[config.mk]
export PLATFORM = sky130hd
export DESIGN_NAME = interrupt_controller
export DESIGN_NICKNAME = d
export VERILOG_FILES = /design/src/design/wb_soc_pkg.sv /design/src/design/interrupt_controller.sv
export SDC_FILE = /design/constraint.sdc
export NUM_CORES = 1
export LEC_CHECK = 0
export ABC_AREA = 0
export ABC_CLOCK_PERIOD_IN_PS = 1000
export BUFFER_PORTS_ARGS = -buffer_cell sky130_fd_sc_hd__buf_2
export CORE_MARGIN = 2
export CORE_UTILIZATION = 27
export CTS_BUF_LIST = sky130_fd_sc_hd__clkbuf_16
export DETAILED_ROUTE_END_ITERATION = 8
export GPL_TIMING_DRIVEN = 0
export PLACE_DENSITY_LB_ADDON = 0.08
export SLEW_MARGIN = 20
export SYNTH_ARGS = -nofsm -noshare
export SYNTH_HDL_FRONTEND = slang
export SYNTH_SLANG_ARGS = --single-unit
[constraint.sdc]
create_clock -name i_sys_clk -period 1 [get_ports i_sys_clk]
set_input_delay 0.2 -clock i_sys_clk [delete_from_list [all_inputs] [get_ports i_sys_clk]]
set_output_delay 0.2 -clock i_sys_clk [all_outputs]
set_load 0.005 [all_outputs]
[src/design/wb_soc_pkg.sv]
/*
 * system bus package
 * widths, address map, register offsets and the bus request and
 * response types shared by the arbiter, decoder and the three slaves
 */

package wb_soc_pkg;

    // ------------------------------
    // bus widths
    // ------------------------------
    localparam int WB_DWIDTH = 32;
    localparam int WB_SWIDTH = 4;
    localparam int WB_AWIDTH = 32;

    // boot memory, 2 KB
    localparam int BOOT_WORDS  = 512;
    localparam int BOOT_AWIDTH = $clog2(BOOT_WORDS);

    // ------------------------------
    // address map, top byte selects
    // ------------------------------
    localparam logic [WB_AWIDTH-1:0] BOOT_BASE  = 32'h0000_0000;
    localparam logic [WB_AWIDTH-1:0] TIMER_BASE = 32'h1300_0000;
    localparam logic [WB_AWIDTH-1:0] IRQ_BASE   = 32'h1400_0000;

    // raw status bit positions
    localparam int IRQ_SRCS      = 2;
    localparam int IRQ_SRC_SOFT  = 0;
    localparam int IRQ_SRC_TIMER = 1;

    typedef enum logic [1:0] {SEL_BOOT, SEL_TIMER, SEL_IRQ, SEL_NONE} slave_sel_e;

    typedef enum logic [1:0] {GNT_IDLE, GNT_DATA, GNT_INSTR} grant_e;

    // timer word offsets
    typedef enum logic [3:0] {
        TMR_LOAD  = 4'h0,
        TMR_VALUE = 4'h4,
        TMR_CTRL  = 4'h8,
        TMR_CLEAR = 4'hC
    } timer_reg_e;

    // interrupt controller offsets
    typedef enum logic [4:0] {
        IRQ_STATUS  = 5'h00,
        IRQ_RAW     = 5'h04,
        IRQ_EN_SET  = 5'h08,
        IRQ_EN_CLR  = 5'h0C,
        FIRQ_EN_SET = 5'h10,
        FIRQ_EN_CLR = 5'h14,
        SOFT_SET    = 5'h18,
        SOFT_CLR    = 5'h1C
    } irq_reg_e;

    // ------------------------------
    // bus cycle types
    // ------------------------------
    typedef struct packed {
        logic                 cyc;
        logic                 stb;
        logic                 we;
        logic [WB_SWIDTH-1:0] sel;
        logic [WB_AWIDTH-1:0] adr;
        logic [WB_DWIDTH-1:0] wdat;
    } wb_req_t;

    typedef struct packed {
        logic                 ack;
        logic                 err;
        logic [WB_DWIDTH-1:0] rdat;
    } wb_rsp_t;

endpackage

[src/design/interrupt_controller.sv]
/*
 * interrupt controller
 * soft bit and timer flag as raw status, separate irq and firq
 * masks changed by set and clear writes, registered outputs
 */

`timescale 1ns/1ns

module interrupt_controller (
    input  logic                i_sys_clk,
    input  logic                i_rst_n,
    input  wb_soc_pkg::wb_req_t i_req,
    input  logic                i_timer_int,
    output wb_soc_pkg::wb_rsp_t o_rsp,
    output logic                o_irq,
    output logic                o_firq
);
    import wb_soc_pkg::*;

    irq_reg_e             reg_off;
    logic                 access;
    logic                 wr_en;
    logic                 soft_q;
    logic [IRQ_SRCS-1:0]  raw;
    logic [IRQ_SRCS-1:0]  irq_en_q;
    logic [IRQ_SRCS-1:0]  firq_en_q;
    logic                 irq_q;
    logic                 firq_q;
    logic                 ack_q;
    logic [WB_DWIDTH-1:0] rdat_q;
    logic [IRQ_SRCS-1:0]  rd_bits;

    assign reg_off = irq_reg_e'(i_req.adr[4:0]);
    assign access  = i_req.cyc && i_req.stb && !ack_q;
    assign wr_en   = access && i_req.we;

    always_comb begin
        raw                = '0;
        raw[IRQ_SRC_SOFT]  = soft_q;
        raw[IRQ_SRC_TIMER] = i_timer_int;
    end

    // ------------------------------
    // masks, soft bit, outputs
    // ------------------------------
    always_ff @(posedge i_sys_clk) begin
        if (!i_rst_n) begin
            soft_q    <= 1'b0;
            irq_en_q  <= '0;
            firq_en_q <= '0;
            irq_q     <= 1'b0;
            firq_q    <= 1'b0;
        end else begin
            if (wr_en) begin
                case (reg_off)
                    IRQ_EN_SET:  irq_en_q  <= irq_en_q | i_req.wdat[IRQ_SRCS-1:0];
                    IRQ_EN_CLR:  irq_en_q  <= irq_en_q & ~i_req.wdat[IRQ_SRCS-1:0];
                    FIRQ_EN_SET: firq_en_q <= firq_en_q | i_req.wdat[IRQ_SRCS-1:0];
                    FIRQ_EN_CLR: firq_en_q <= firq_en_q & ~i_req.wdat[IRQ_SRCS-1:0];
                    // any write sets or clears the soft bit
                    SOFT_SET:    soft_q    <= 1'b1;
                    SOFT_CLR:    soft_q    <= 1'b0;
                    default:     soft_q    <= soft_q;
                endcase
            end
            irq_q  <= |(raw & irq_en_q);
            firq_q <= |(raw & firq_en_q);
        end
    end

    // status reads, mask offsets read back the mask
    always_comb begin
        case (reg_off)
            IRQ_STATUS:               rd_bits = raw & irq_en_q;
            IRQ_RAW:                  rd_bits = raw;
            IRQ_EN_SET, IRQ_EN_CLR:   rd_bits = irq_en_q;
            FIRQ_EN_SET, FIRQ_EN_CLR: rd_bits = firq_en_q;
            default:                  rd_bits = raw & firq_en_q;
        endcase
    end

    always_ff @(posedge i_sys_clk) begin
        if (!i_rst_n) begin
            ack_q <= 1'b0;
        end else begin
            ack_q <= access;
        end
    end

    always_ff @(posedge i_sys_clk) begin
        if (access) begin
            rdat_q <= {{(WB_DWIDTH-IRQ_SRCS){1'b0}}, rd_bits};
        end
    end

    assign o_rsp  = '{ack: ack_q, err: 1'b0, rdat: rdat_q};
    assign o_irq  = irq_q;
    assign o_firq = firq_q;

endmodule

Word-level counts from Yosys, hierarchy flattened
Cells that the tools add are included.
Widths: inputs -> output; s select.
- register bits after elaboration: 10
- input bits: 74
- output and inout bits: 36
- word-level logic and storage cells: 40
- equal/unequal tests: 7
- mux-type cells: 4
- bitwise operators: 7
- reduce and logical (&&, ||, !) cells: 15
- operator list (operator ; count):
    $eq 5x5->1 const B ; 4
    $eq 5x4->1 const B ; 2
    $and 2x2->2 ; 4
    $pmux 2 s2 ; 2
    $pmux 2 s4 ; 1
    $reduce_or 2->1 ; 4
    $reduce_and 2->1 ; 3
    $reduce_bool 2->1 ; 3
    $eq 5x3->1 const B ; 1
    $logic_not 5->1 ; 1
    $or 2x2->2 ; 2
    $logic_and 1x1->1 ; 3
    $not 2->2 ; 1
    $pmux 1 s2 ; 1
    $logic_not 1->1 ; 1

Logic depth before layout (Yosys ltp)
- depth after elaboration: 4
- mapped depth: 4
- depth with buffers taken out: 3

Least setup slack after synthesis
No wires, ideal clock.
- kind: reg2reg
- start: register ack_q
- end: register soft_q
- setup time: 0.122 ns
- data arrival time: 0.830 ns
- data required time: 0.878 ns
- path slack: 0.048 ns
- stages on the path, launching flop included: 5
- buffers on the path: 1
- path through: dfxtp_1 and3b_1 buf_4 nand4_1 mux2i_1
- cells in the longest elaborated chain, start to end: 4
- ends and longest elaborated chain (what ; RTL line ; RTL):
    start, declared ; interrupt_controller.sv:29 ; logic ack_q;
    start signal, assigned ; interrupt_controller.sv:86 ; ack_q <= access;
    $logic_not 1->1 ; interrupt_controller.sv:34 ; assign access = i_req.cyc && i_req.stb && !ack_q;
    $logic_and 1x1->1 ; interrupt_controller.sv:34 ;
    via access ; interrupt_controller.sv:21 ; logic access;
    $logic_and 1x1->1 ; interrupt_controller.sv:35 ; assign wr_en = access && i_req.we;
    $reduce_and 2->1 (no source line) ; -- ;
    end signal, assigned ; interrupt_controller.sv:63 ; default: soft_q <= soft_q;
    end, declared ; interrupt_controller.sv:23 ; logic soft_q;
The timed path passes the listed nets, and every way through them passes these cells.
A chain may end at the register's enable or synchronous reset.

Worst setup path in the final report
Ends and elaborated chain as after synthesis.

==> results.toml <==
[die]
die_w_um = 57.2
die_area_um2 = 3270
io_pins = 110
die_height_um = 57.2
core_area_um2 = 2710
start_util_pct = 28.2
rows = 19

[timing]
max_freq_ghz = 0.960
period_share_pct = 104
fin_ws_ps = -41.9
hold_ws_ps = 283
drv_slew = 0
fin_skew_ps = 2.47
min_period_ps = 1040
finalSetupViolCount = 1
hold_viol = 0
rsz0062_at_grt = "yes"
tns_ps = -41.9

[yosys]
synthCells = 87
ys_types = 23
synth_commonest_cells = "buf_4 (33), dfxtp_1 (8), nand2_1 (7)"
synth_top_area_share_pct = 32.5
syn_area_um2 = 763
synth_edf_count = 2
synth_area_per_cell_um2 = 8.77
synth.most_common_cell = "buf_4"
ys_ff_latch = 10
yosysWarnings = 0
synthArstFlopShare_pct = 0
synth_ff_type = "dfxtp_1"
ys_seq_area_share_pct = 28.9
yosysTopAreaCell = "buf_4"
synth_area_leaders = "buf_4 (32%), dfxtp_1 (21%), edfxtp_1 (7.9%)"

[run_status]
failed_checks = "negative setup slack"
outcome = "finished with violations"

[finish]
nFillCells = 283
seq_area_um2 = 226
diodes = 0
drive_gt1_share_pct = 44.2
area_growth_syn_to_layout_pct = 45.1
multi_input_area_um2 = 420
fin_cells = 169
nets = 213

[worst_hold_path]
hp-start = "i_timer_int"
min_to = "o_firq$_SDFF_PN0_"
min_path_cells = 3
hold_class = "primary input to flop"

[global_route]
antenna_found_initial = 0
overflow = 0
track_usage_pct = 9.92
grt_pass1_wl_um = 2450
grt_max_degree = 10
first_global_vias = 607

[placed_design]
pre_cts_ws_ps = -132
dp_cells = 164
dp_hpwl_um = 1240
placement.io_buffers = 16
gp_congestion = 0.754

[critical_path]
slowest_stage = "dfxtp_2"
crit_type = "flop to flop"
crit_path_end_kind = "flop"
crit_start = "ack_q$_SDFF_PN0_"
path_cells = "and3b_1 > buf_6 > nand4_1 > mux2i_1"
reg2reg_to = "soft_q$_SDFFE_PN0P_"
crit_path_max_incr_delay_ps = 310
r2r_setup_slack_ps = -40
crit_fanout = 8
reg2reg_from = "ack_q$_SDFF_PN0_"
start_kind = "flop"
crit_required_ps = 1110
cp.buffers_inverters = 1
reg2reg_depth = 4
cpLargestDelayFamily = "simple AND/OR/NAND/NOR gates"
cp.arrival_ps = 1150

[power_and_ir_drop]
p_total_uw = 1320
power_leakage_uw = 0.000588
peakVddDrop_v = 0.00106
pwr_density_cell_nw_per_um2 = 1190

[clock_tree]
clk_pin_slew_ps = 40
clockBufferDepth = 2
worstSkewPairLatency_ps = 230
cts_made_buffers = 3
cts_hold_buf = 0
tritoncts = "built"
ctsRootBufferMaster = "clkbuf_16"
cts_sinks = 10
htree_levels = 1

[job]
maxCapViolations = 0

[route]
ant_nets = 0
dr_total_vias = 641
drt_iter0_drc = 10
post-route-drc-count = 0
viasPerCell = 3.79
firstDrtPassIters = 4
wl_um = 1540
routedWlPerCell_um = 9.08
[cell families after synthesis]
group | synth area share (%)
other | 0.491
muxes | 6.56
DFF | 28.9
buffers and inverters | 33.0
AOI/OAI and AO/OA | 7.54
and+or+nand+nor | 23.6
[routing by layer]
layer	track usage, %	up-vias	wire length [um]
met5	0	-	0
met2	18.1	39	739
met3	2.72	2	161
li1	-	336	-
met1	10.4	264	615
met4	4.98	0	19
[cell usage in the layout (no fill, tap or decap), types with 2 or more instances in the layout]
cell type  synthesis  layout
buf_2              0      16
buf_4             33      33
a22oi_1            2       2
mux2i_1            5       5
nand3b_1           4       4
nor2b_1            4       4
dfxtp_1            8       3
and4bb_1           2       2
clkbuf_16          0       3
edfxtp_1           2       2
nand2_1            7       7
dfxtp_2            0       5
a211oi_2           0       2
nand3_1            4       4
conb_1             1      31
[metrics by stage]
stage	utilization, %	cell area (um2)
after floorplan	-	876
after CTS	40.5	1100
after global routing	40.9	1110
final	40.9	1110
after detailed placement	36.7	995
after global placement	36.7	995
[worst max-delay path by stage]
| stage | slack (ps) | cells past startpoint | endpoint |
|---|---|---|---|
| finish | -40 | 4 | soft_q$_SDFFE_PN0P_ |
| global route | -90 | 4 | soft_q$_SDFFE_PN0P_ |
| CTS | -30 | 4 | soft_q$_SDFFE_PN0P_ |
| detailed placement | -130 | 4 | rdat_q[0]$_DFFE_PN_ |
| global placement | -130 | 4 | rdat_q[1]$_DFFE_PN_ |
| floorplan | 50 | 4 | soft_q$_SDFFE_PN0P_ |
[cell type report]
cell class	count	share of cell area, %
sequential	10	20.5
timing repair buffer	17	7.91
tap	31	3.50
clock buffer	3	6.78
multi-input combinational	73	38.0
buffer	34	23.1
clock inverter	1	0.339
[timing repair]
action	4_1_cts	5_1_grt
buffers inserted	1	0
gates resized for setup	6	4
setup endpoints to repair	6	7
gates cloned	0	0
endpoints found under the hold margin	0	0
pin swaps	2	1
[power by group]
part | internal (uW) | leakage (uW) | total, uW | switching [uW]
clock network | 523 | 0.0000385 | 694 | 172
registers | 418 | 0.0000867 | 420 | 1.74
logic | 119 | 0.000462 | 208 | 89.1
[worst reg2reg max path, delay by kind of cell (launching register included)]
kind | cells | cell delay, ps
muxes | 1 | 150
and+or+nand+nor | 2 | 340
buffers and inverters | 1 | 130
DFF | 1 | 310
No activity file was read; power rests on OpenSTA's default activity.
