**src/design/wb_soc_pkg.sv**
```systemverilog
/*
 * system bus package
 * widths, address map, register offsets and the bus request and
 * response types shared by the arbiter, decoder and the three slaves
 */

package wb_soc_pkg;

    // ------------------------------
    // bus widths
    // ------------------------------
    localparam int WB_DWIDTH = 32;
    localparam int WB_SWIDTH = 4;
    localparam int WB_AWIDTH = 32;

    // boot memory, 2 KB
    localparam int BOOT_WORDS  = 512;
    localparam int BOOT_AWIDTH = $clog2(BOOT_WORDS);

    // ------------------------------
    // address map, top byte selects
    // ------------------------------
    localparam logic [WB_AWIDTH-1:0] BOOT_BASE  = 32'h0000_0000;
    localparam logic [WB_AWIDTH-1:0] TIMER_BASE = 32'h1300_0000;
    localparam logic [WB_AWIDTH-1:0] IRQ_BASE   = 32'h1400_0000;

    // raw status bit positions
    localparam int IRQ_SRCS      = 2;
    localparam int IRQ_SRC_SOFT  = 0;
    localparam int IRQ_SRC_TIMER = 1;

    typedef enum logic [1:0] {SEL_BOOT, SEL_TIMER, SEL_IRQ, SEL_NONE} slave_sel_e;

    typedef enum logic [1:0] {GNT_IDLE, GNT_DATA, GNT_INSTR} grant_e;

    // timer word offsets
    typedef enum logic [3:0] {
        TMR_LOAD  = 4'h0,
        TMR_VALUE = 4'h4,
        TMR_CTRL  = 4'h8,
        TMR_CLEAR = 4'hC
    } timer_reg_e;

    // interrupt controller offsets
    typedef enum logic [4:0] {
        IRQ_STATUS  = 5'h00,
        IRQ_RAW     = 5'h04,
        IRQ_EN_SET  = 5'h08,
        IRQ_EN_CLR  = 5'h0C,
        FIRQ_EN_SET = 5'h10,
        FIRQ_EN_CLR = 5'h14,
        SOFT_SET    = 5'h18,
        SOFT_CLR    = 5'h1C
    } irq_reg_e;

    // ------------------------------
    // bus cycle types
    // ------------------------------
    typedef struct packed {
        logic                 cyc;
        logic                 stb;
        logic                 we;
        logic [WB_SWIDTH-1:0] sel;
        logic [WB_AWIDTH-1:0] adr;
        logic [WB_DWIDTH-1:0] wdat;
    } wb_req_t;

    typedef struct packed {
        logic                 ack;
        logic                 err;
        logic [WB_DWIDTH-1:0] rdat;
    } wb_rsp_t;

endpackage

```
**src/design/timer_module.sv**
```systemverilog
/*
 * single channel timer
 * reloading down-counter, sets its interrupt flag at zero,
 * flag cleared by any write to CLEAR
 */

`timescale 1ns/1ns

module timer_module (
    input  logic                i_sys_clk,
    input  logic                i_rst_n,
    input  wb_soc_pkg::wb_req_t i_req,
    output wb_soc_pkg::wb_rsp_t o_rsp,
    output logic                o_timer_int
);
    import wb_soc_pkg::*;

    timer_reg_e           reg_off;
    logic                 access;
    logic                 wr_en;
    logic [WB_DWIDTH-1:0] load_q;
    logic [WB_DWIDTH-1:0] value_q;
    logic                 en_q;
    logic                 int_q;
    logic                 ack_q;
    logic [WB_DWIDTH-1:0] rdat_q;
    logic [WB_DWIDTH-1:0] rd_data;

    assign reg_off = timer_reg_e'(i_req.adr[3:0]);
    assign access  = i_req.cyc && i_req.stb && !ack_q;
    assign wr_en   = access && i_req.we;

    // ------------------------------
    // counter and registers
    // ------------------------------
    always_ff @(posedge i_sys_clk) begin
        if (!i_rst_n) begin
            load_q  <= '0;
            value_q <= '0;
            en_q    <= 1'b0;
            int_q   <= 1'b0;
        end else begin
            // count down, reload at zero
            if (en_q) begin
                if (value_q == '0) begin
                    value_q <= load_q;
                end else begin
                    value_q <= value_q - 1'b1;
                end
            end
            if (wr_en && reg_off == TMR_CLEAR) begin
                int_q <= 1'b0;
            end
            // new zero crossing wins over a clear
            if (en_q && value_q == '0) begin
                int_q <= 1'b1;
            end
            // load also restarts the count
            if (wr_en && reg_off == TMR_LOAD) begin
                load_q  <= i_req.wdat;
                value_q <= i_req.wdat;
            end
            if (wr_en && reg_off == TMR_CTRL) begin
                en_q <= i_req.wdat[0];
            end
        end
    end

    // read mux
    always_comb begin
        case (reg_off)
            TMR_LOAD:  rd_data = load_q;
            TMR_VALUE: rd_data = value_q;
            TMR_CTRL:  rd_data = {{(WB_DWIDTH-1){1'b0}}, en_q};
            TMR_CLEAR: rd_data = {{(WB_DWIDTH-1){1'b0}}, int_q};
            default:   rd_data = '0;
        endcase
    end

    always_ff @(posedge i_sys_clk) begin
        if (!i_rst_n) begin
            ack_q <= 1'b0;
        end else begin
            ack_q <= access;
        end
    end

    always_ff @(posedge i_sys_clk) begin
        if (access) begin
            rdat_q <= rd_data;
        end
    end

    assign o_rsp       = '{ack: ack_q, err: 1'b0, rdat: rdat_q};
    assign o_timer_int = int_q;

endmodule

```
**config.mk**
```make
export PLATFORM = sky130hd
export DESIGN_NAME = timer_module
export DESIGN_NICKNAME = d
export VERILOG_FILES = /design/src/design/wb_soc_pkg.sv /design/src/design/timer_module.sv
export SDC_FILE = /design/constraint.sdc
export NUM_CORES = 1
export LEC_CHECK = 0
export ABC_AREA = 1
export BUFFER_PORTS_ARGS = -buffer_cell sky130_fd_sc_hd__buf_2
export CORE_MARGIN = 8
export CORE_UTILIZATION = 35
export CTS_BUF_LIST = sky130_fd_sc_hd__clkbuf_8
export DETAILED_ROUTE_END_ITERATION = 8
export GPL_ROUTABILITY_DRIVEN = 0
export PLACE_DENSITY_LB_ADDON = 0.25
export SETUP_SLACK_MARGIN = 0.02
export SLEW_MARGIN = 20
export SYNTH_ARGS = -nofsm -noshare
export SYNTH_HDL_FRONTEND = slang
export SYNTH_SLANG_ARGS = --single-unit
```
**constraint.sdc**
```tcl
create_clock -name i_sys_clk -period 2.5 [get_ports i_sys_clk]
set_input_delay 0.5 -clock i_sys_clk [delete_from_list [all_inputs] [get_ports i_sys_clk]]
set_output_delay 0.5 -clock i_sys_clk [all_outputs]
set_load 0.05 [all_outputs]
```
Yosys cells after proc, flatten, opt, wreduce, memory -nomap -nowiden
Index checks and enable logic that the tools add are counted.
Operators by class
  add/subtract/negate cells: 1
  multiply operators: 0
  divide/modulo/power cells: 0
  order comparisons: 0
  eq/ne operators: 3
  shift operators: 0
  muxes and demuxes: 6
  bitwise gates (word level): 0
  reduce and logical (&&, ||, !) cells: 12
Operators with widths (number)
  case mux 32 bit (4 select lines): 1
  2-to-1 mux 32 bit: 3
  zero test 32 bit: 1
  subtractor 32 x 1 -> 32 bit, second input constant: 1
  equality test 4 bit, second input constant: 2
  logical AND 1 bit: 7
  equality test 4 x 3 -> 1 bit, second input constant: 1
  zero test 4 bit: 1
  nonzero test 2 bit: 2
  2-to-1 mux 1 bit: 2
  zero test 1 bit: 1
Storage, ports and cells
  bits in registers: 99
  latch bits: 0
  memory bits (writable): 0
  memory bits (read-only): 0
  input port bits: 73
  output and inout bits: 35
  word-level logic and storage cells: 28
  memories kept: 0

Depth between registers and ports, before layout
  depth in word-level cells: 6
  depth in mapped cells: 11
  mapped depth without buffers: 10

Worst setup path after synthesis
No wires, ideal clock.
  path kind: input port to flip-flop
  from: input i_req[70] (netlist name)
  to: register value_q[14]
  setup time: 117 ps
  data arrival time: 2108 ps
  required time: 2383 ps
  path slack: 275 ps
  cell stages on the path: 10
  path buffers: 1
  cells stage by stage: nand3_1 inv_1 nand3_2 nand2_2 inv_1 buf_2 nor2_1 o21ai_0 nor2_1 nor2_1
Between the ends
  cells in the longest elaborated chain, start to end: 5
  elaborated cells on any way between the ends: 6
  classes of those cells: mux (1); reduce/logical (5)
RTL lines
  start, declared: RTL line timer_module.sv:12  | input wb_soc_pkg::wb_req_t i_req,
  logical AND 1 bit * (2 in a row): RTL line timer_module.sv:30  | assign access = i_req.cyc && i_req.stb && !ack_q;
  named net access: RTL line timer_module.sv:19  | logic access;
  logical AND 1 bit *: RTL line timer_module.sv:31  | assign wr_en = access && i_req.we;
  logical AND 1 bit *: RTL line timer_module.sv:59  | if (wr_en && reg_off == TMR_LOAD) begin
  2-to-1 mux 32 bit / nonzero test 2 bit (equally long branches)
  end signal, assigned: RTL line timer_module.sv:46  | value_q <= load_q;
  end signal, assigned: RTL line timer_module.sv:48  | value_q <= value_q - 1'b1;
  end signal, assigned: RTL line timer_module.sv:61  | value_q <= i_req.wdat;
  end, declared: RTL line timer_module.sv:22  | logic [WB_DWIDTH-1:0] value_q;
The timed path passes the listed nets; every way through them passes the cells marked *.
A chain may end at the register's enable or synchronous reset.

Worst setup path after layout
  from: register value_q[0]
  to: register value_q[19]
Between the ends
  cells in the longest elaborated chain, start to end: 4
  elaborated cells on any way between the ends: 5
  classes of those cells: add/sub (1); mux (3); reduce/logical (1)
RTL lines
  subtractor 32 x 1 -> 32 bit / zero test 32 bit (equally long branches): RTL line timer_module.sv:48, timer_module.sv:45
  2-to-1 mux 32 bit *: RTL line timer_module.sv:45  | if (value_q == '0) begin
  2-to-1 mux 32 bit *: RTL line timer_module.sv:44  | if (en_q) begin
  2-to-1 mux 32 bit *: RTL line timer_module.sv:59
Mark *: on every way between the ends. The rest lies on a longest branch, timed or not. The select of a mux whose other input is x is not followed.

==> results.ini <==
[status]
status=finished, final reports clean

[yosys]
synth_area_leaders=dfxtp_1 25%, edfxtp_1 18%, nand2_1 15%, o21ai_0 6.8%, a21oi_1 6.7%
syn_area_um2=5460
synthesis.nets=824
yosysTopAreaCellShare=0.246
synthCells=749
yosysWarningCount=0
syn_area_per_cell_um2=7.29
synthDistinctLibCells=32
yosysTopAreaCell=dfxtp_1
synth-seq-area-share=0.421
ys_seq_elements=99

[layout]
area_growth_pct=12.9
multiInputGateArea_um2=2710
nets=888
nFillCells=1616
regArea_um2=2300
antenna_cells=0
instances_no_fill=1006
layout-drive-gt1-share=0.203

[global_routing]
grt_use_total=0.164
grt_pass1_vias=4839
antenna_found_initial=0
grt_max_degree=37
grt_overflow_total=0
grt_pass1_wl_mm=25.7

[timing]
fin_crit_sh=0.869
setup-tns-final_ns=0
finalClockSkew_ns=0.0140
rsz0062_at_grt=no
period_minus_slack_ns=2.17
slew_viol_final=0
clock.fmax_ghz=0.460
setup_viol=0
hold_viol=0
maxSlewHeadroom=0.364
max_slew.worst_pin.slew_ns=0.950

[power]
internal-power_mw=2.41
power.static_leakage_nw=2.75
seq_power_share=0.486
finalPower_mw=3.48
power_density_nw_per_um2=565
p_comb_frac=0.198
swShare=0.308
peakVddDrop_mv=0.220
power_frac_clock=0.316
p_sw_mw=1.07

[clock_tree]
holdBufCountCts=0
cts_buffers=9
cts_setup_buffers=0
cts_resized=0
cts_tree=built
cts.path.max_buffers=2
cts_root_buf=clkbuf_8
insertion_delay_ns=0.38
clkSinkCount=99
h-tree-depth=3
path_clk_slew_ns=0.10

[floorplanning]
dieArea_um2=19900
io-pin-count=108
rows=45
fp.dieW_um=141
core_area_um2=15200
start_util=0.359
die_h_um=141

[worst_setup_path]
crit_chain=inv_1 > ha_1 > nand3_1 > nor2_1 > nand2_1 > o21ai_4 > nand2_1 > nand2_2 > a21oi_2
crit_path_max_fanout=30
cp_data_arrival_time_ns=2.45
path_common_cell=nand2_1
path_delay_family=compound AO/OA/AOI/OAI gates
critPathBufInv=1
r2r_slack_ns=0.33
worstPathRequired_ns=2.78
cp_slowest_stage_delay_ns=0.77
critPathCaptureType=flop
crit_type=flop to flop
cp-start-kind=flop
critical-path-slowest-cell=o21ai_4

[route]
finalWirelength_mm=15.8
wire_per_inst_um=15.7
antenna_left=0
firstDrtPassIters=7
avgViaCountPerCell=4.97
vias=4997
drc_errors=0
dr.first_iter.drc_count=430

[hold_path]
hold_class=input port to flop

[placed_design]
dp.cells=990
portBuffers=74
hpwl_mm=11.3

[job]
drv_cap=0

## cell usage after synthesis
| library cell | count |
|---|---|
| o221ai_1 | 1 |
| a21oi_2 | 20 |
| nand2_1 | 219 |
| o21ai_0 | 74 |
| nand3_1 | 29 |
| nand4_1 | 7 |
| nor2_2 | 6 |
| buf_4 | 2 |
| edfxtp_1 | 32 |
| o21ai_1 | 1 |
| clkbuf_1 | 16 |
| dfxtp_1 | 67 |
| clkinv_2 | 2 |
| conb_1 | 1 |
| clkinv_1 | 1 |
| nor2_4 | 6 |
| nand3_2 | 16 |
| inv_1 | 55 |
| nor2_8 | 1 |
| inv_2 | 3 |
| buf_2 | 7 |
| nand2_4 | 3 |
| ha_1 | 2 |
| nand2_2 | 7 |
| a32o_1 | 1 |
| a21oi_1 | 73 |
| o22ai_1 | 2 |
| o21ai_4 | 1 |
| xnor2_1 | 1 |
| buf_6 | 10 |
| nor2_1 | 79 |
| xor2_1 | 4 |
## sequential cells by signal, indices dropped and copies added (netlist names)
register / cells
en_q: 1
value_q: 32
rdat_q: 32
ack_q: 1
load_q: 32
o_timer_int: 1
## kinds of logic (layout without fill, tap and decap cells)
group                    count (synthesis)  count (layout)  synth area share
flip-flops                              99              99             0.421
AO/OA/AOI/OAI                          173             173             0.176
buffers and inverters                   96             165            0.0831
XOR/XNOR                                 5               5           0.00802
adder cells (fa/ha/maj)                  2               2           0.00458
AND/OR/NAND/NOR                        373             373             0.306
other                                    1               1          0.000686
## layer usage
metal	GRT usage	share of wire	vias up	wire, um
li1	-	-	2571	-
met1	0.219	0.49	2302	7810
met2	0.254	0.44	109	6870
met3	0.0351	0.056	15	877
met4	0.0583	0.015	0	234
met5	0	0	-	0
## final cells by class
type,count,share of cell area
Inverter,61,0.0375
Sequential cell,99,0.373
Tap cell,188,0.0381
Clock inverter,4,0.00669
Clock buffer,12,0.0268
Multi-Input combinational cell,554,0.439
Timing Repair Buffer,88,0.0791
## tightest hold or removal path: cells and delay by family
| kind | cells | cell delay [ns] |
|---|---|---|
| buffers and inverters | 1 | 0.11 |
| AOI/OAI and AO/OA | 1 | 0.05 |
| and+or+nand+nor | 1 | 0.06 |
## worst paths after layout
path                                 from                       end  depth (start not counted)
setup reg to reg  value_q[0]$_SDFFE_PN0P_  value_q[19]$_SDFFE_PN0P_                          9
setup / recovery  value_q[0]$_SDFFE_PN0P_  value_q[19]$_SDFFE_PN0P_                          9
hold reg to reg         en_q$_SDFFE_PN0P_  o_timer_int$_SDFFE_PN0P_                          2
hold / removal                  i_req[10]   load_q[10]$_SDFFE_PN0P_                          3
## through the flow
stage | util | setup WS [ns] | hold WS [ns] | instance area [um^2]
finish | 0.406 | 0.328 | 0.368 | 6170
global route | 0.406 | 0.129 | 0.358 | 6170
CTS | 0.406 | 0.330 | 0.347 | 6170
detailed placement | 0.392 | 0.350 | 0.458 | 5960
global placement | 0.392 | 0.385 | 0.451 | 5960
floorplan | - | 0.275 | 0.439 | 5460
## layout by cell type, fill, tap and decap left out, drive strengths merged, types with 2 or more instances in the layout
master	count
nand2	229
a21oi	93
nor2	92
buf	88
o21ai	76
dfxtp	67
inv	61
nand3	45
edfxtp	32
clkbuf	12
nand4	7
xor2	4
clkinv	3
o22ai	2
ha	2
## power groups by stage
stage	logic (mW)	registers, mW	clock network [mW]
final	0.689	1.69	1.10
after global routing	0.776	1.70	1.18
after CTS	0.692	1.69	1.13
after detailed placement	0.691	1.73	0
after global placement	0.686	1.73	0
after floorplan	0.480	1.79	0
(Power assumes the default switching activity.)
