`config.mk`:
```
export PLATFORM = sky130hd
export DESIGN_NAME = wb_arbiter
export DESIGN_NICKNAME = d
export VERILOG_FILES = /design/src/design/wb_soc_pkg.sv /design/src/design/wb_arbiter.sv
export SDC_FILE = /design/constraint.sdc
export NUM_CORES = 1
export LEC_CHECK = 0
export ABC_AREA = 0
export BUFFER_PORTS_ARGS = -buffer_cell sky130_fd_sc_hd__buf_4
export CORE_AREA = 2 2 124 126
export DETAILED_ROUTE_END_ITERATION = 10
export DIE_AREA = 0 0 126 128
export PLACE_DENSITY = 0.38
export SLEW_MARGIN = 20
export SYNTH_ARGS = -nofsm -noshare
export SYNTH_HDL_FRONTEND = slang
export SYNTH_SLANG_ARGS = --single-unit
```
`constraint.sdc`:
```
create_clock -name i_sys_clk -period 2 [get_ports i_sys_clk]
set_clock_uncertainty 0.1 [all_clocks]
set_input_delay 0 -clock i_sys_clk [delete_from_list [all_inputs] [get_ports i_sys_clk]]
set_output_delay 0 -clock i_sys_clk [all_outputs]
set_load 0.01 [all_outputs]
```
`src/design/wb_soc_pkg.sv`:
```
/*
 * system bus package
 * widths, address map, register offsets and the bus request and
 * response types shared by the arbiter, decoder and the three slaves
 */

package wb_soc_pkg;

    // ------------------------------
    // bus widths
    // ------------------------------
    localparam int WB_DWIDTH = 32;
    localparam int WB_SWIDTH = 4;
    localparam int WB_AWIDTH = 32;

    // boot memory, 2 KB
    localparam int BOOT_WORDS  = 512;
    localparam int BOOT_AWIDTH = $clog2(BOOT_WORDS);

    // ------------------------------
    // address map, top byte selects
    // ------------------------------
    localparam logic [WB_AWIDTH-1:0] BOOT_BASE  = 32'h0000_0000;
    localparam logic [WB_AWIDTH-1:0] TIMER_BASE = 32'h1300_0000;
    localparam logic [WB_AWIDTH-1:0] IRQ_BASE   = 32'h1400_0000;

    // raw status bit positions
    localparam int IRQ_SRCS      = 2;
    localparam int IRQ_SRC_SOFT  = 0;
    localparam int IRQ_SRC_TIMER = 1;

    typedef enum logic [1:0] {SEL_BOOT, SEL_TIMER, SEL_IRQ, SEL_NONE} slave_sel_e;

    typedef enum logic [1:0] {GNT_IDLE, GNT_DATA, GNT_INSTR} grant_e;

    // timer word offsets
    typedef enum logic [3:0] {
        TMR_LOAD  = 4'h0,
        TMR_VALUE = 4'h4,
        TMR_CTRL  = 4'h8,
        TMR_CLEAR = 4'hC
    } timer_reg_e;

    // interrupt controller offsets
    typedef enum logic [4:0] {
        IRQ_STATUS  = 5'h00,
        IRQ_RAW     = 5'h04,
        IRQ_EN_SET  = 5'h08,
        IRQ_EN_CLR  = 5'h0C,
        FIRQ_EN_SET = 5'h10,
        FIRQ_EN_CLR = 5'h14,
        SOFT_SET    = 5'h18,
        SOFT_CLR    = 5'h1C
    } irq_reg_e;

    // ------------------------------
    // bus cycle types
    // ------------------------------
    typedef struct packed {
        logic                 cyc;
        logic                 stb;
        logic                 we;
        logic [WB_SWIDTH-1:0] sel;
        logic [WB_AWIDTH-1:0] adr;
        logic [WB_DWIDTH-1:0] wdat;
    } wb_req_t;

    typedef struct packed {
        logic                 ack;
        logic                 err;
        logic [WB_DWIDTH-1:0] rdat;
    } wb_rsp_t;

endpackage

```
`src/design/wb_arbiter.sv`:
```
/*
 * two-master bus arbiter
 * fixed priority to the data master, registered grant held for
 * the whole bus cycle of the granted master
 */

`timescale 1ns/1ns

module wb_arbiter (
    input  logic                i_sys_clk,
    input  logic                i_rst_n,
    input  wb_soc_pkg::wb_req_t i_dm_req,
    input  wb_soc_pkg::wb_req_t i_im_req,
    input  wb_soc_pkg::wb_rsp_t i_bus_rsp,
    output wb_soc_pkg::wb_rsp_t o_dm_rsp,
    output wb_soc_pkg::wb_rsp_t o_im_rsp,
    output wb_soc_pkg::wb_req_t o_bus_req
);
    import wb_soc_pkg::*;

    grant_e state_q;
    grant_e state_d;

    // ------------------------------
    // grant state
    // ------------------------------
    always_comb begin
        state_d = state_q;
        case (state_q)
            GNT_IDLE: begin
                // data master wins a tie
                if (i_dm_req.cyc) begin
                    state_d = GNT_DATA;
                end else if (i_im_req.cyc) begin
                    state_d = GNT_INSTR;
                end
            end
            GNT_DATA: begin
                // hand over directly when the other master waits
                if (!i_dm_req.cyc) begin
                    state_d = i_im_req.cyc ? GNT_INSTR : GNT_IDLE;
                end
            end
            GNT_INSTR: begin
                if (!i_im_req.cyc) begin
                    state_d = i_dm_req.cyc ? GNT_DATA : GNT_IDLE;
                end
            end
            default: state_d = GNT_IDLE;
        endcase
    end

    always_ff @(posedge i_sys_clk) begin
        if (!i_rst_n) begin
            state_q <= GNT_IDLE;
        end else begin
            state_q <= state_d;
        end
    end

    // ------------------------------
    // request and response steering
    // ------------------------------
    always_comb begin
        o_bus_req = '0;
        o_dm_rsp  = '0;
        o_im_rsp  = '0;
        case (state_q)
            GNT_DATA: begin
                o_bus_req = i_dm_req;
                o_dm_rsp  = i_bus_rsp;
            end
            GNT_INSTR: begin
                o_bus_req    = i_im_req;
                // instruction side is read only
                o_bus_req.we = 1'b0;
                o_im_rsp     = i_bus_rsp;
            end
            default: begin
                o_bus_req = '0;
            end
        endcase
    end

endmodule

```
# Word level (Yosys, flattened, before mapping)
# Cells that the tools add are included.
[totals]
output_inout_bits = 139
ff_bits = 2
[op_classes]
muxes = 10
n_reduce_logical = 2
eq_ne = 5
[ops]
columns = ["operator", "n"]
rows = [
  ["$pmux W71 S2", 1],
  ["$mux W34", 2],
  ["$mux W2", 5],
  ["$pmux W2 S3", 1],
  ["$ne A2 B2 Y1 const B", 2],
  ["$ne A3 B3 Y1 const B", 1],
  ["$reduce_and A3 Y1", 1],
  ["$eq A2 B1 Y1 const B", 1],
  ["$eq A2 B2 Y1 const B", 1],
  ["$logic_not A2 Y1", 1],
  ["$mux W1", 1],
]

# Longest topological paths before layout
# Gate-level depths: netlist (run 1).
[logic_depth]
ltp_word = 3
ltp_mapped = 8
ltp_nobuf = 5

# Worst setup path before layout (run 1)
# Ideal clock, no wire load.
[synth_timing]
kind = "flip-flop to output port"
from = "register state_q[0]"
to = "output port o_bus_req[51] (netlist bit)"
path_stages_with_launch = 8
arrival_time_ns = 1.525
setup_slack_ns = 0.375
required_time_ns = 1.900
path_cell_list = "dfxtp_1 inv_1 ha_1 and2_1 buf_2 buf_2 buf_2 a22o_1"
[synth_rtl]
columns = ["element", "line", "text"]
rows = [
  ["from (decl)", "wb_arbiter.sv:21", "grant_e state_q;"],
  ["from (signal assigned)", "wb_arbiter.sv:57", "state_q <= state_d;"],
  ["to (decl)", "wb_arbiter.sv:17", "output wb_soc_pkg::wb_req_t o_bus_req"],
]

==> results of run 1 <==
==> power groups by stage <==
stage          clock network [µW]  logic, µW  registers [µW]
2_1_floorplan                   0        338            48.5
3_3_place_gp                    0        928            49.2
3_5_place_dp                    0        933            49.3
4_1_cts                       312        940            48.8
5_1_grt                       314       1000            49.3
6_report                      306        930            48.8
==> worst min-delay path, stage by stage <==
cell and delay [ps]:
buf_4 100, or3b_2 120, a21o_1 100, nand2_1 40
==> layer usage <==
layer | vias to the layer above | GRT usage, % | wire (µm)
met4 | 0 | 1.23 | 29
met1 | 1203 | 15.0 | 4440
met3 | 4 | 3.05 | 994
met2 | 163 | 21.1 | 5500
li1 | 1288 | - | -
met5 | - | 0 | 0
==> cell families after synthesis <==
logic type | synth area share [%]
AO/OA/AOI/OAI | 46.9
adder cells (fa/ha/maj) | 3.67
buffers and inverters | 10.2
flip-flops | 2.93
AND/OR/NAND/NOR | 36.3
==> final cells by class <==
type,instances,area [µm²],area share [%]
diodes,1,2.50,0.0623
repair buffers,323,2450,61.1
flip-flops and latches,2,40.0,0.997
clock buffers,3,75.1,1.87
inverters,2,7.51,0.187
multi-input cells,157,1200,29.9
well taps,188,235,5.86
==> final timing paths <==
kind           startpoint       endpoint  slack [ps]  depth (start not counted)
min          i_dm_req[70]     state_q[1]          90                          4
min reg2reg    state_q[1]     state_q[1]         460                          3
max            state_q[1]  o_bus_req[45]          80                          6
max reg2reg    state_q[0]     state_q[0]         370                          5
==> timing repair <==
| action | 4_1_cts | 5_1_grt |
|---|---|---|
| hold buffers | 2 | 0 |
| endpoints found under the hold margin | 2 | 0 |
| setup buffers | 0 | 0 |
| setup endpoints to repair | 0 | 66 |
| resized for setup | 0 | 1 |
==> per-stage QoR <==
stage	instances	utilization (%)	TNS [ps]	total power, µW	hold slack (ps)
global placement	670	26.3	0	977	141
detailed placement	670	26.3	0	982	137
finish	676	27.0	0	1280	89.0
global route	675	27.0	-2.53	1370	122
floorplan	185	-	0	387	17.5
CTS	675	26.9	0	1300	89.6
==> cells in the mapped netlist <==
| cell type | n | area share, % |
|---|---|---|
| a22oi_1 | 1 | 0.55 |
| dfxtp_1 | 2 | 2.9 |
| or3b_2 | 1 | 0.64 |
| ha_1 | 4 | 3.7 |
| and4bb_2 | 1 | 0.92 |
| and2_1 | 70 | 32 |
| a21oi_1 | 1 | 0.37 |
| a22o_1 | 69 | 44 |
| buf_6 | 4 | 3.3 |
| o21a_1 | 1 | 0.55 |
| inv_1 | 2 | 0.55 |
| and3_1 | 1 | 0.46 |
| nor2b_1 | 3 | 1.4 |
| nand2_1 | 2 | 0.55 |
| nor2_1 | 1 | 0.27 |
| o2111ai_1 | 1 | 0.64 |
| buf_2 | 9 | 3.3 |
| clkbuf_1 | 11 | 3.0 |
| a21o_1 | 1 | 0.55 |
==> results.cfg, run 1 <==
[synthesis]
yosys_register_bits = 2
synth-seq-area-share_pct = 2.93
syn_area_um2 = 1370
synth_nets = 367
synth_warnings = 0
synth.distinct_cells = 19
netlist_instances = 185
syn_avg_cell_area_um2 = 7.38

[worst_setup_path]
crit_type = reg2out
critPathBufInv = 3
critPathCaptureType = primary output
path_delay_family = buffers and inverters
path_cells = inv_1 > ha_4 > and2_2 > buf_12 > a22o_1 > buf_4
cp-start-kind = flop
cpPeakStageDelay_ps = 360
cpMaxStageDelayCell = dfxtp_1
arrival_ps = 1820
critical_path_required_ps = 1900
worstPathMaxFanout = 69

[timing]
setup_ws_ps = 81.1
slew-limit-headroom_pct = 73.3
rsz0062_at_grt = true
fin_crit_sh_pct = 95.9
setup_viol = 0
hold_viol_final = 0
tightest_slew_ps = 401
slew_viol_final = 0
fmaxAchievable_mhz = 521
fin_crit_ps = 1920

[cts]
tritoncts = built
cts_max_level = 1
clock_sinks = 2
cts_root_buf = clkbuf_16
cts_buffers = 3
clockBufferDepth = 2
clkTransAtPathRegs_ps = 30
clock_latency_ps = 220

[routing]
drt-initial-drc-count = 92
first_pass_iters = 4
vias = 2658
ant_nets = 0
route.detailed.drc = 0
wl_mm = 11.0
wire_per_inst_um = 16.2
vias_per_cell = 3.93

[placement]
dpl.hpwl_mm = 9.21
pre_cts_slack_ps = 254
gp_congestion = 0.747
portBuffers = 315
place_area_um2 = 3910

[final_layout]
area_delta_synth_final_pct = 194
fin_area_um2 = 4020
largest_reg_flops = 2
fill_cells = 1675
reg_top3 = state_q (2)
final_cell_mix = buf_4 (319), a22o_1 (69), and2_1 (68)
layout-drive-gt1-share_pct = 67.6
regMostFlops = state_q
layout_commonest_cell = buf_4
nNetsFinal = 671

[pwr]
power_density_nw_per_um2 = 320
leakage_uw = 0.00220
clkPwrFrac_pct = 23.8
ir_drop_v = 0.000375
pwr-share-seq_pct = 3.8
p_sw_uw = 430
comb_power_share_pct = 72.4
switching_share_pct = 33.5
internal_power_uw = 854

[floorplan]
num_rows = 45
die_w_um = 126
num_io_pins = 317
coreArea_um2 = 14900
die_area_um2 = 16100
initial_core_util_pct = 9.18
die_y_um = 128

[global_route]
antenna_found_initial = 1
grt_usage_pct = 11.9
grt_pass1_wl_mm = 15.2
overflow = 0
grt_pass1_vias = 2580
grt_max_degree = 70

[min_path]
hold_class = in2reg

[job]
drv_cap = 0

[outcome]
status = complete, no violations
(Power assumes the default switching activity.)
==> run 2, diff against run 1 <==
Settings changed: BUFFER_PORTS_ARGS -buffer_cell sky130_fd_sc_hd__buf_4 to unset, CORE_AREA 2 2 124 126 to 2 2 123 125, DIE_AREA 0 0 126 128 to 0 0 125 127, DONT_BUFFER_PORTS set to 1, PLACE_DENSITY 0.38 to 0.3, REMOVE_ABC_BUFFERS set to 1.
==> results.cfg, run 2 (synthesized netlist as in run 1, its figures left out) <==
[routing]
vias = 1620
wire_per_inst_um = 23.4
first_pass_iters = 4
drt-initial-drc-count = 33
ant_nets = 0
wl_mm = 8.50
route.detailed.drc = 0
vias_per_cell = 4.45

[timing]
rsz0062_at_grt = false
slew_viol_final = 0
fin_crit_sh_pct = 93.9
fin_crit_ps = 1880
setup_viol = 0
setup_ws_ps = 122
slew-limit-headroom_pct = 80.6
fmaxAchievable_mhz = 533
tightest_slew_ps = 291
whs_ps = 13.8
hold_viol_final = 0

[cts]
clock_latency_ps = 220
clock_sinks = 2
clkTransAtPathRegs_ps = 30
cts_root_buf = clkbuf_16
cts_max_level = 1
tritoncts = built
cts_buffers = 3
clockBufferDepth = 2

[worst_setup_path]
critical_path_required_ps = 1900
critPathCaptureType = primary output
cpMaxStageDelayCell = dfxtp_1
r2r-start = state_q[0]
crit-reg2reg-capture = state_q[0]
critPathBufInv = 2
crit_type = reg2out
path_cells = inv_1 > ha_4 > and2_2 > buf_6 > a22o_1
cpPeakStageDelay_ps = 370
regToRegSetupSlack_ps = 410
reg2regPathDepth = 6
arrival_ps = 1780
cp-start-kind = flop
worstPathMaxFanout = 38
path_delay_family = flip-flops

[job]
drv_cap = 0

[final_layout]
final_cells = 364
final_util_pct = 12.0
multi_input_comb_area_um2 = 1200
layout_commonest_cell = a22o_1
regMostFlops = state_q
reg_top3 = state_q (2)
fill_cells = 1650
ff_latch_area_um2 = 40.0
layout-drive-gt1-share_pct = 10.7
area_delta_synth_final_pct = 26.9
final_cell_mix = a22o_1 (69), and2_1 (68), buf_4 (5)
nNetsFinal = 362
largest_reg_flops = 2

[min_path]
min_from = i_rst_n
hold_class = in2reg
worstHoldPathCells = 3
worstHoldEndpoint = state_q[1]

[floorplan]
die_y_um = 127
die_area_um2 = 15900
die_w_um = 125
num_rows = 44
initial_core_util_pct = 9.46
num_io_pins = 317
coreArea_um2 = 14400

[global_route]
overflow = 0
grt_usage_pct = 9.24
grt_pass1_vias = 1420
antenna_found_initial = 2
grt_pass1_wl_mm = 10.5
grt_max_degree = 39

[pwr]
ir_drop_v = 0.000199
power_density_nw_per_um2 = 461
leakage_uw = 0.000644
finalPower_uw = 798

[placement]
gp_congestion = 0.747
dpl.cell_count = 356
portBuffers = 0
dpl.hpwl_mm = 7.67
pre_cts_slack_ps = 187

[outcome]
status = complete, no violations
run 2: worst max path at each step:
stage | depth (start not counted) | endpoint | from
CTS | 5 | o_bus_req[59] | state_q[1]
finish | 5 | o_bus_req[12] | state_q[1]
global route | 6 | o_bus_req[38] | state_q[0]
detailed placement | 5 | o_bus_req[59] | state_q[0]
floorplan | 4 | o_bus_req[0] | state_q[0]
global placement | 5 | o_bus_req[59] | state_q[1]
run 2: what timing repair did:
| action | in CTS | in global routing |
|---|---|---|
| hold buffers | 3 | 0 |
| gates resized for setup | 3 | 2 |
| hold endpoints to repair | 2 | 0 |
| setup buffers | 0 | 0 |
| pin swaps | 0 | 0 |
| setup endpoints to repair | 19 | 5 |
run 2: per-layer routing:
layer / share of wire, % / up-vias / GRT usage [%]
met4: 2.0 / 0 / 2.88
met1: 37 / 774 / 11.1
met2: 52 / 166 / 16.5
met5: 0 / - / 0
met3: 9.0 / 8 / 1.88
li1: - / 672 / -
run 2: stage by stage:
stage	cell area, µm²	setup TNS [ps]
6_report	1730	0
5_1_grt	1730	0
4_1_cts	1710	0
3_5_place_dp	1600	0
3_3_place_gp	1600	0
2_1_floorplan	1230	-47510
run 2: area by class of cell:
type | instances | area share, %
diodes | 2 | 0.289
clock buffers | 3 | 4.33
inverters | 2 | 0.433
multi-input cells | 157 | 69.3
flip-flops and latches | 2 | 2.31
well taps | 184 | 13.3
repair buffers | 14 | 10.0
run 2: worst reg2reg max path, stage by stage, from the launching register on:
cell and delay (ps):
dfxtp_1 350, inv_1 110, ha_1 270, a22oi_1 230, buf_4 160, a21oi_1 60, o21a_1 190
run 2: power by group:
group | internal [µW] | switching (µW)
clock network | 255 | 48.0
registers | 44.8 | 4.28
logic | 167 | 279
total | 466 | 332
